[src/source/fetch_pkg.sv]
package fetch_pkg;

    // basic datapath widths
    typedef logic [31:0]  addr_t;
    typedef logic [31:0]  instr_t;

    // one beat of the burst memory port
    typedef logic [63:0]  beat_t;

    // a full cache line, 8 words
    typedef logic [255:0] line_t;

    // line geometry
    localparam int BEATS_PER_LINE = 4;
    localparam int OFFSET_BITS    = 5;
    localparam int WORDS_PER_LINE = $bits(line_t) / $bits(instr_t);

    // cache controller states
    typedef enum logic [1:0] {
        IDLE,
        LOOKUP,
        REFILL
    } cache_state_t;

endpackage : fetch_pkg

[src/source/cacheline_adapter.sv]
`timescale 1ns/1ps

module cacheline_adapter (
    input  logic             clk,
    input  logic             rst,

    // burst read return
    input  fetch_pkg::addr_t bmem_raddr,
    input  fetch_pkg::beat_t bmem_rdata,
    input  logic             bmem_rvalid,

    // assembled line towards the cache
    output fetch_pkg::line_t line_data,
    output fetch_pkg::addr_t line_addr,
    output logic             line_valid
);

    localparam int COUNT_BITS = $clog2(fetch_pkg::BEATS_PER_LINE);
    localparam int LINE_W     = $bits(fetch_pkg::line_t);
    localparam int BEAT_W     = $bits(fetch_pkg::beat_t);

    logic [COUNT_BITS-1:0] beat_count;
    logic                  first_beat;
    logic                  last_beat;

    assign first_beat = (beat_count == '0);
    assign last_beat  = (beat_count == COUNT_BITS'(fetch_pkg::BEATS_PER_LINE - 1));

    // beat counter and completion pulse
    always_ff @(posedge clk) begin
        if (rst) begin
            beat_count <= '0;
            line_valid <= 1'b0;
        end else begin
            line_valid <= bmem_rvalid && last_beat;
            if (bmem_rvalid) begin
                if (last_beat) begin
                    beat_count <= '0;
                end else begin
                    beat_count <= beat_count + 1'b1;
                end
            end
        end
    end

    // new beats enter at the top, so beat 0 ends up in the low bytes
    always_ff @(posedge clk) begin
        if (bmem_rvalid) begin
            line_data <= {bmem_rdata, line_data[LINE_W-1:BEAT_W]};
            if (first_beat) begin
                line_addr <= bmem_raddr;
            end
        end
    end

endmodule : cacheline_adapter

[src/source/fetch_frontend.sv]
`timescale 1ns/1ps

module fetch_frontend #(
    parameter fetch_pkg::addr_t RESET_PC    = 32'h1eceb000,
    parameter int               CACHE_SETS  = 16,
    parameter int               QUEUE_DEPTH = 8
) (
    input  logic              clk,
    input  logic              rst,

    // burst memory port
    output fetch_pkg::addr_t  bmem_addr,
    output logic              bmem_read,
    input  logic              bmem_ready,
    input  fetch_pkg::addr_t  bmem_raddr,
    input  fetch_pkg::beat_t  bmem_rdata,
    input  logic              bmem_rvalid,

    // consumer side
    output logic              instr_valid,
    output fetch_pkg::instr_t instr_rdata,
    output fetch_pkg::addr_t  instr_pc,
    input  logic              instr_dequeue
);

    // pc stage to cache
    fetch_pkg::addr_t  req_addr;
    logic              req_valid;
    fetch_pkg::instr_t resp_rdata;
    logic              resp_valid;

    // adapter to cache
    fetch_pkg::line_t  line_data;
    fetch_pkg::addr_t  line_addr;
    logic              line_valid;

    logic              queue_full;
    logic              queue_empty;

    fetch_pc #(
        .RESET_PC   (RESET_PC)
    ) fetch_pc_inst (
        .clk        (clk),
        .rst        (rst),
        .full       (queue_full),
        .resp_valid (resp_valid),
        .req_addr   (req_addr),
        .req_valid  (req_valid)
    );

    icache #(
        .CACHE_SETS (CACHE_SETS)
    ) icache_inst (
        .clk        (clk),
        .rst        (rst),
        .req_addr   (req_addr),
        .req_valid  (req_valid),
        .resp_rdata (resp_rdata),
        .resp_valid (resp_valid),
        .bmem_addr  (bmem_addr),
        .bmem_read  (bmem_read),
        .bmem_ready (bmem_ready),
        .line_data  (line_data),
        .line_addr  (line_addr),
        .line_valid (line_valid)
    );

    cacheline_adapter cacheline_adapter_inst (
        .clk         (clk),
        .rst         (rst),
        .bmem_raddr  (bmem_raddr),
        .bmem_rdata  (bmem_rdata),
        .bmem_rvalid (bmem_rvalid),
        .line_data   (line_data),
        .line_addr   (line_addr),
        .line_valid  (line_valid)
    );

    // req_addr still holds the pc of the returning word
    instr_queue #(
        .QUEUE_DEPTH (QUEUE_DEPTH)
    ) instr_queue_inst (
        .clk       (clk),
        .rst       (rst),
        .enq_instr (resp_rdata),
        .enq_pc    (req_addr),
        .enqueue   (resp_valid),
        .dequeue   (instr_dequeue),
        .deq_instr (instr_rdata),
        .deq_pc    (instr_pc),
        .full      (queue_full),
        .empty     (queue_empty)
    );

    assign instr_valid = !queue_empty;

endmodule : fetch_frontend

[src/source/fetch_pc.sv]
`timescale 1ns/1ps

module fetch_pc #(
    parameter fetch_pkg::addr_t RESET_PC = 32'h1eceb000
) (
    input  logic             clk,
    input  logic             rst,

    input  logic             full,
    input  logic             resp_valid,

    output fetch_pkg::addr_t req_addr,
    output logic             req_valid
);

    // a request is in flight until the cache answers
    logic pending;
    logic issue;

    // only one outstanding request, and never into a full queue
    assign issue = !pending && !full;

    always_ff @(posedge clk) begin
        if (rst) begin
            req_addr  <= RESET_PC;
            req_valid <= 1'b0;
            pending   <= 1'b0;
        end else begin
            // single-cycle request strobe
            req_valid <= issue;

            if (issue) begin
                pending <= 1'b1;
            end else if (resp_valid) begin
                // req_addr was the pc of the word just returned
                pending  <= 1'b0;
                req_addr <= req_addr + 32'd4;
            end
        end
    end

endmodule : fetch_pc

[src/source/icache.sv]
`timescale 1ns/1ps

module icache #(
    parameter int CACHE_SETS = 16
) (
    input  logic             clk,
    input  logic             rst,

    // fetch side
    input  fetch_pkg::addr_t  req_addr,
    input  logic              req_valid,
    output fetch_pkg::instr_t resp_rdata,
    output logic              resp_valid,

    // memory request side
    output fetch_pkg::addr_t  bmem_addr,
    output logic              bmem_read,
    input  logic              bmem_ready,

    // refill from the cacheline adapter
    input  fetch_pkg::line_t  line_data,
    input  fetch_pkg::addr_t  line_addr,
    input  logic              line_valid
);

    localparam int INDEX_BITS = $clog2(CACHE_SETS);
    localparam int TAG_BITS   = 32 - fetch_pkg::OFFSET_BITS - INDEX_BITS;
    localparam int WORD_BITS  = $clog2(fetch_pkg::WORDS_PER_LINE);
    localparam int IDX_LO     = fetch_pkg::OFFSET_BITS;
    localparam int TAG_LO     = fetch_pkg::OFFSET_BITS + INDEX_BITS;

    fetch_pkg::cache_state_t state;

    // per-set storage
    logic [TAG_BITS-1:0]    tag_array  [CACHE_SETS];
    fetch_pkg::line_t       data_array [CACHE_SETS];
    logic [CACHE_SETS-1:0]  valid_bits;

    // address of the request being served
    fetch_pkg::addr_t       addr_q;

    logic [INDEX_BITS-1:0]  lookup_index;
    logic [TAG_BITS-1:0]    lookup_tag;
    logic [WORD_BITS-1:0]   word_sel;
    logic [INDEX_BITS-1:0]  fill_index;
    logic                   hit;

    assign lookup_index = addr_q[TAG_LO-1:IDX_LO];
    assign lookup_tag   = addr_q[31:TAG_LO];
    assign word_sel     = addr_q[IDX_LO-1:2];
    assign fill_index   = line_addr[TAG_LO-1:IDX_LO];

    assign hit = valid_bits[lookup_index] && (tag_array[lookup_index] == lookup_tag);

    // control state
    always_ff @(posedge clk) begin
        if (rst) begin
            state      <= fetch_pkg::IDLE;
            resp_valid <= 1'b0;
            bmem_read  <= 1'b0;
            valid_bits <= '0;
        end else begin
            resp_valid <= 1'b0;

            // read request is accepted once ready is seen
            if (bmem_read && bmem_ready) begin
                bmem_read <= 1'b0;
            end

            case (state)
                fetch_pkg::IDLE: begin
                    if (req_valid) begin
                        state <= fetch_pkg::LOOKUP;
                    end
                end
                fetch_pkg::LOOKUP: begin
                    if (hit) begin
                        resp_valid <= 1'b1;
                        state      <= fetch_pkg::IDLE;
                    end else begin
                        bmem_read <= 1'b1;
                        state     <= fetch_pkg::REFILL;
                    end
                end
                fetch_pkg::REFILL: begin
                    // retry the lookup once the line is in
                    if (line_valid) begin
                        valid_bits[fill_index] <= 1'b1;
                        state                  <= fetch_pkg::LOOKUP;
                    end
                end
                default: begin
                    state <= fetch_pkg::IDLE;
                end
            endcase
        end
    end

    // payload and arrays
    always_ff @(posedge clk) begin
        if (state == fetch_pkg::IDLE && req_valid) begin
            addr_q <= req_addr;
        end

        if (state == fetch_pkg::LOOKUP) begin
            if (hit) begin
                resp_rdata <= data_array[lookup_index][32 * word_sel +: 32];
            end else begin
                // line-aligned miss address
                bmem_addr <= {addr_q[31:IDX_LO], {fetch_pkg::OFFSET_BITS{1'b0}}};
            end
        end

        if (state == fetch_pkg::REFILL && line_valid) begin
            tag_array[fill_index]  <= line_addr[31:TAG_LO];
            data_array[fill_index] <= line_data;
        end
    end

endmodule : icache

[src/source/instr_queue.sv]
`timescale 1ns/1ps

module instr_queue #(
    parameter int QUEUE_DEPTH = 8
) (
    input  logic              clk,
    input  logic              rst,

    input  fetch_pkg::instr_t enq_instr,
    input  fetch_pkg::addr_t  enq_pc,
    input  logic              enqueue,
    input  logic              dequeue,

    output fetch_pkg::instr_t deq_instr,
    output fetch_pkg::addr_t  deq_pc,
    output logic              full,
    output logic              empty
);

    localparam int PTR_BITS = $clog2(QUEUE_DEPTH);

    fetch_pkg::instr_t instr_mem [QUEUE_DEPTH];
    fetch_pkg::addr_t  pc_mem    [QUEUE_DEPTH];

    // msb is the wrap bit
    logic [PTR_BITS:0] wr_ptr;
    logic [PTR_BITS:0] rd_ptr;

    logic do_enq;
    logic do_deq;

    assign empty = (wr_ptr == rd_ptr);
    assign full  = (wr_ptr[PTR_BITS] != rd_ptr[PTR_BITS]) &&
                   (wr_ptr[PTR_BITS-1:0] == rd_ptr[PTR_BITS-1:0]);

    // dequeue on empty is dropped
    assign do_enq = enqueue && !full;
    assign do_deq = dequeue && !empty;

    // head entry
    assign deq_instr = instr_mem[rd_ptr[PTR_BITS-1:0]];
    assign deq_pc    = pc_mem[rd_ptr[PTR_BITS-1:0]];

    always_ff @(posedge clk) begin
        if (rst) begin
            wr_ptr <= '0;
            rd_ptr <= '0;
        end else begin
            if (do_enq) begin
                wr_ptr <= wr_ptr + 1'b1;
            end
            if (do_deq) begin
                rd_ptr <= rd_ptr + 1'b1;
            end
        end
    end

    always_ff @(posedge clk) begin
        if (do_enq) begin
            instr_mem[wr_ptr[PTR_BITS-1:0]] <= enq_instr;
            pc_mem[wr_ptr[PTR_BITS-1:0]]    <= enq_pc;
        end
    end

endmodule : instr_queue

[config.mk]
export PLATFORM = sky130hd
export DESIGN_NAME = fetch_frontend
export DESIGN_NICKNAME = d
export VERILOG_FILES = /design/src/source/fetch_pkg.sv /design/src/source/cacheline_adapter.sv /design/src/source/fetch_frontend.sv /design/src/source/fetch_pc.sv /design/src/source/icache.sv /design/src/source/instr_queue.sv
export SDC_FILE = /design/constraint.sdc
export NUM_CORES = 2
export LEC_CHECK = 0
export BUFFER_PORTS_ARGS = -buffer_cell sky130_fd_sc_hd__buf_2
export CORE_MARGIN = 2
export CORE_UTILIZATION = 35
export DETAILED_ROUTE_END_ITERATION = 16
export PLACE_DENSITY = 0.53
export SLEW_MARGIN = 20
export SYNTH_ARGS = -nofsm -noshare
export SYNTH_HDL_FRONTEND = slang
export SYNTH_MEMORY_MAX_BITS = 65536
export SYNTH_SLANG_ARGS = --single-unit
[constraint.sdc]
create_clock -name clk -period 35.4 [get_ports clk]
set_clock_uncertainty 0.1 [all_clocks]
set_input_delay 1.77 -clock clk [delete_from_list [all_inputs] [get_ports clk]]
set_output_delay 1.77 -clock clk [all_outputs]
set_load 0.01 [all_outputs]
==> impl_metrics.env <==
export IMPL_cp_start_kind="register"
export IMPL_drtAntennaViolNets=0
export IMPL_synth_ff_type="edfxtp_1"
export IMPL_slowest_stage="buf_4"
export IMPL_worstPathRequired_ns=36.03
export IMPL_core_area_mm2=0.5763
export IMPL_ios=199
export IMPL_routed_wl_um=470500
export IMPL_grt_pass1_wl_um=672000
export IMPL_synth_edff_count=5332
export IMPL_path_clk_slew_ns=0.06
export IMPL_min_path_type="reg -> reg"
export IMPL_vdd_drop_max_mv=0.05064
export IMPL_dp_hpwl_um=242100
export IMPL_synth_warning_count=0
export IMPL_numClockSinks=5402
export IMPL_max_stage_delay_ns=0.86
export IMPL_arrival_ns=8.14
export IMPL_async_flop_share=0
export IMPL_critical_path_class="reg -> reg"
export IMPL_wl_per_cell_um=28.29
export IMPL_syn_avg_cell_area_um2=25.67
export IMPL_fin_tns_setup_ns=0
export IMPL_end_kind="register"
export IMPL_grt_max_degree=136
export IMPL_insertion_delay_ns=1.05
export IMPL_yosysSeqAreaShare=0.7991
export IMPL_fin_util=0.4003
export IMPL_layout_common_cells="5332 x edfxtp_1, 1545 x mux4_2, 594 x clkbuf_16"
export IMPL_path_common_cell="buf_4"
export IMPL_grt_pass1_vias=91895
export IMPL_cts_max_level=6
export IMPL_worst_slew_pin_slew_ns=1.131
export IMPL_min_period_over_period=0.2122
export IMPL_drive_gt1_frac=0.3192
export IMPL_synthCells=7873
export IMPL_cts_hold_buf=0
export IMPL_path_cells="buf_4 > buf_4 > buf_4 > buf_4 > buf_4 > mux4_2 > mux4_2 > mux4_2 > mux2_2"
export IMPL_final_common_cell="edfxtp_1"
export IMPL_rows=279
export IMPL_clock_path_buffers=4
export IMPL_ctsResizeCount=0
export IMPL_die_width_um=763.9
export IMPL_die_area_mm2=0.5836
export IMPL_firstDrtPassIters=7
export IMPL_fin_nets=8547
export IMPL_tritoncts="done"
export IMPL_io_buffers=186
export IMPL_cp_max_fo=49
export IMPL_gp_congestion=0.7164
export IMPL_yosysUniqueCellTypes=51
export IMPL_status="finished, final reports clean"
export IMPL_rsz0062_at_grt="false"
export IMPL_cts_buffers=574
export IMPL_synth_area_mm2=0.2021
export IMPL_slew_headroom=0.2460
export IMPL_vias=86876
export IMPL_drc=0
export IMPL_cts_setup_buffers=0
export IMPL_setup_viol=0
export IMPL_areaGrowthSynthToFinish_pct=14.15
export IMPL_antenna_found_initial=55
export IMPL_slew_violations=0
export IMPL_start_util=0.3507
export IMPL_maxCapViolCount=0
export IMPL_min_period_ns=7.511
export IMPL_grt_ovfl_total=0
export IMPL_drtIter0Drc=8732
export IMPL_fillCellCount=49831
export IMPL_final_hold_viol_count=0
export IMPL_viasPerCell=5.223
export IMPL_leakage_nw=69.88
export IMPL_ys_ff_latch=5402
export IMPL_cts_root_buf="clkbuf_16"
export IMPL_die_height_um=763.9
export IMPL_track_usage=0.1585
export IMPL_max_freq_ghz=0.1331
export IMPL_cellPowerDensity_mw_per_mm2=58.39
[synthesized netlist by cell type (all sizes together) (11+ instances only)]
cell	count	area share
edfxtp	5332	0.79
nor3	18	0.00047
buf	273	0.0068
mux2i	43	0.0021
o22ai	13	0.00040
xnor2	18	0.00078
dfxtp	70	0.0069
nand2b	23	0.00071
mux2	119	0.0066
o21ai	13	0.00032
nor2	89	0.0017
xor2	42	0.0018
nand2	34	0.00063
a21oi	11	0.00027
nand3	18	0.00045
mux4	1545	0.17
clkbuf	112	0.0021
[worst max-delay path, delay by kind of cell (launching register included)]
kind	cells	cell delay, ns
buffers and inverters	5	3.88
multiplexers	4	2.20
flip-flops	1	0.74
[final timing paths]
kind / startpoint / endpoint / slack [ns] / depth (start not counted)
setup / recovery: register / icache_inst.resp_rdata[5] / 27.89 / 9
hold / removal: icache_inst.valid_bits[5] / icache_inst.valid_bits[5] / 0.38 / 2
setup reg to reg: register / icache_inst.resp_rdata[5] / 27.89 / 9
hold reg to reg: icache_inst.valid_bits[5] / icache_inst.valid_bits[5] / 0.38 / 2
[flip-flops by register name (all words and copies together), names as in the netlist, 2 cells and up, named ones only]
register                           flops
instr_queue_inst.instr_mem           256
instr_queue_inst.wr_ptr                4
icache_inst.tag_array                368
icache_inst.bmem_addr                 27
instr_queue_inst.pc_mem              240
icache_inst.resp_rdata                32
fetch_pc_inst.req_addr                30
icache_inst.state                      2
icache_inst.addr_q                    30
icache_inst.valid_bits                16
cacheline_adapter_inst.line_data     256
cacheline_adapter_inst.beat_count      2
cacheline_adapter_inst.line_addr      27
icache_inst.data_array              4096
instr_queue_inst.rd_ptr                4
[area by class of cell]
type	count	area (um^2)	share of cell area
Sequential cell	5402	161500	0.7001
Multi-Input combinational cell	2082	38970	0.1689
Clock buffer	741	15460	0.06699
Tap cell	7727	9668	0.04190
Timing Repair Buffer	371	2666	0.01156
Clock inverter	284	2347	0.01017
Inverter	10	37.54	0.0001627
Antenna cell	15	37.54	0.0001627
[metrics by stage]
stage / worst slack (ns) / power (W) / cell area [um^2] / hold WS (ns) / std cells
2_1_floorplan: 14.14 / 0.007677 / 202100 / 0.3348 / 7879
3_5_place_dp: 27.61 / 0.007919 / 212900 / 0.3636 / 15592
3_3_place_gp: 27.66 / 0.007903 / 212900 / 0.3625 / 15592
5_1_grt: 27.20 / 0.01389 / 230700 / 0.3916 / 16620
6_report: 27.89 / 0.01347 / 230700 / 0.3764 / 16632
4_1_cts: 27.59 / 0.01362 / 230700 / 0.3758 / 16617
[where the power goes]
part / total, W / internal (W) / leakage [nW] / switching [W]
clock network: 0.00570 / 0.00329 / 8.69 / 0.00242
logic: 0.000594 / 0.000290 / 12.3 / 0.000304
registers: 0.00717 / 0.00707 / 48.9 / 0.000102
total: 0.0135 / 0.0106 / 69.9 / 0.00282
[per-layer routing]
metal | global-route usage | vias to the layer above | share of wire
met2 | 0.2525 | 2588 | 0.47
li1 | - | 35509 | -
met4 | 0.03632 | 22 | 0.021
met5 | 0 | - | 0.00030
met1 | 0.2300 | 48087 | 0.44
met3 | 0.02619 | 670 | 0.062
[cells by family (layout without fill, tap and decap cells)]
logic type,after synthesis,count (layout),synth area share
other,1,22,0.00001855
AO/OA/AOI/OAI,69,69,0.002309
buffers and inverters,395,1406,0.009081
AND/OR/NAND/NOR,234,234,0.005677
flip-flops,5402,5402,0.7991
adder cells (fa/ha/maj),5,5,0.0003095
XOR/XNOR,60,60,0.002600
multiplexers,1707,1707,0.1809
(Power assumes the default switching activity.)
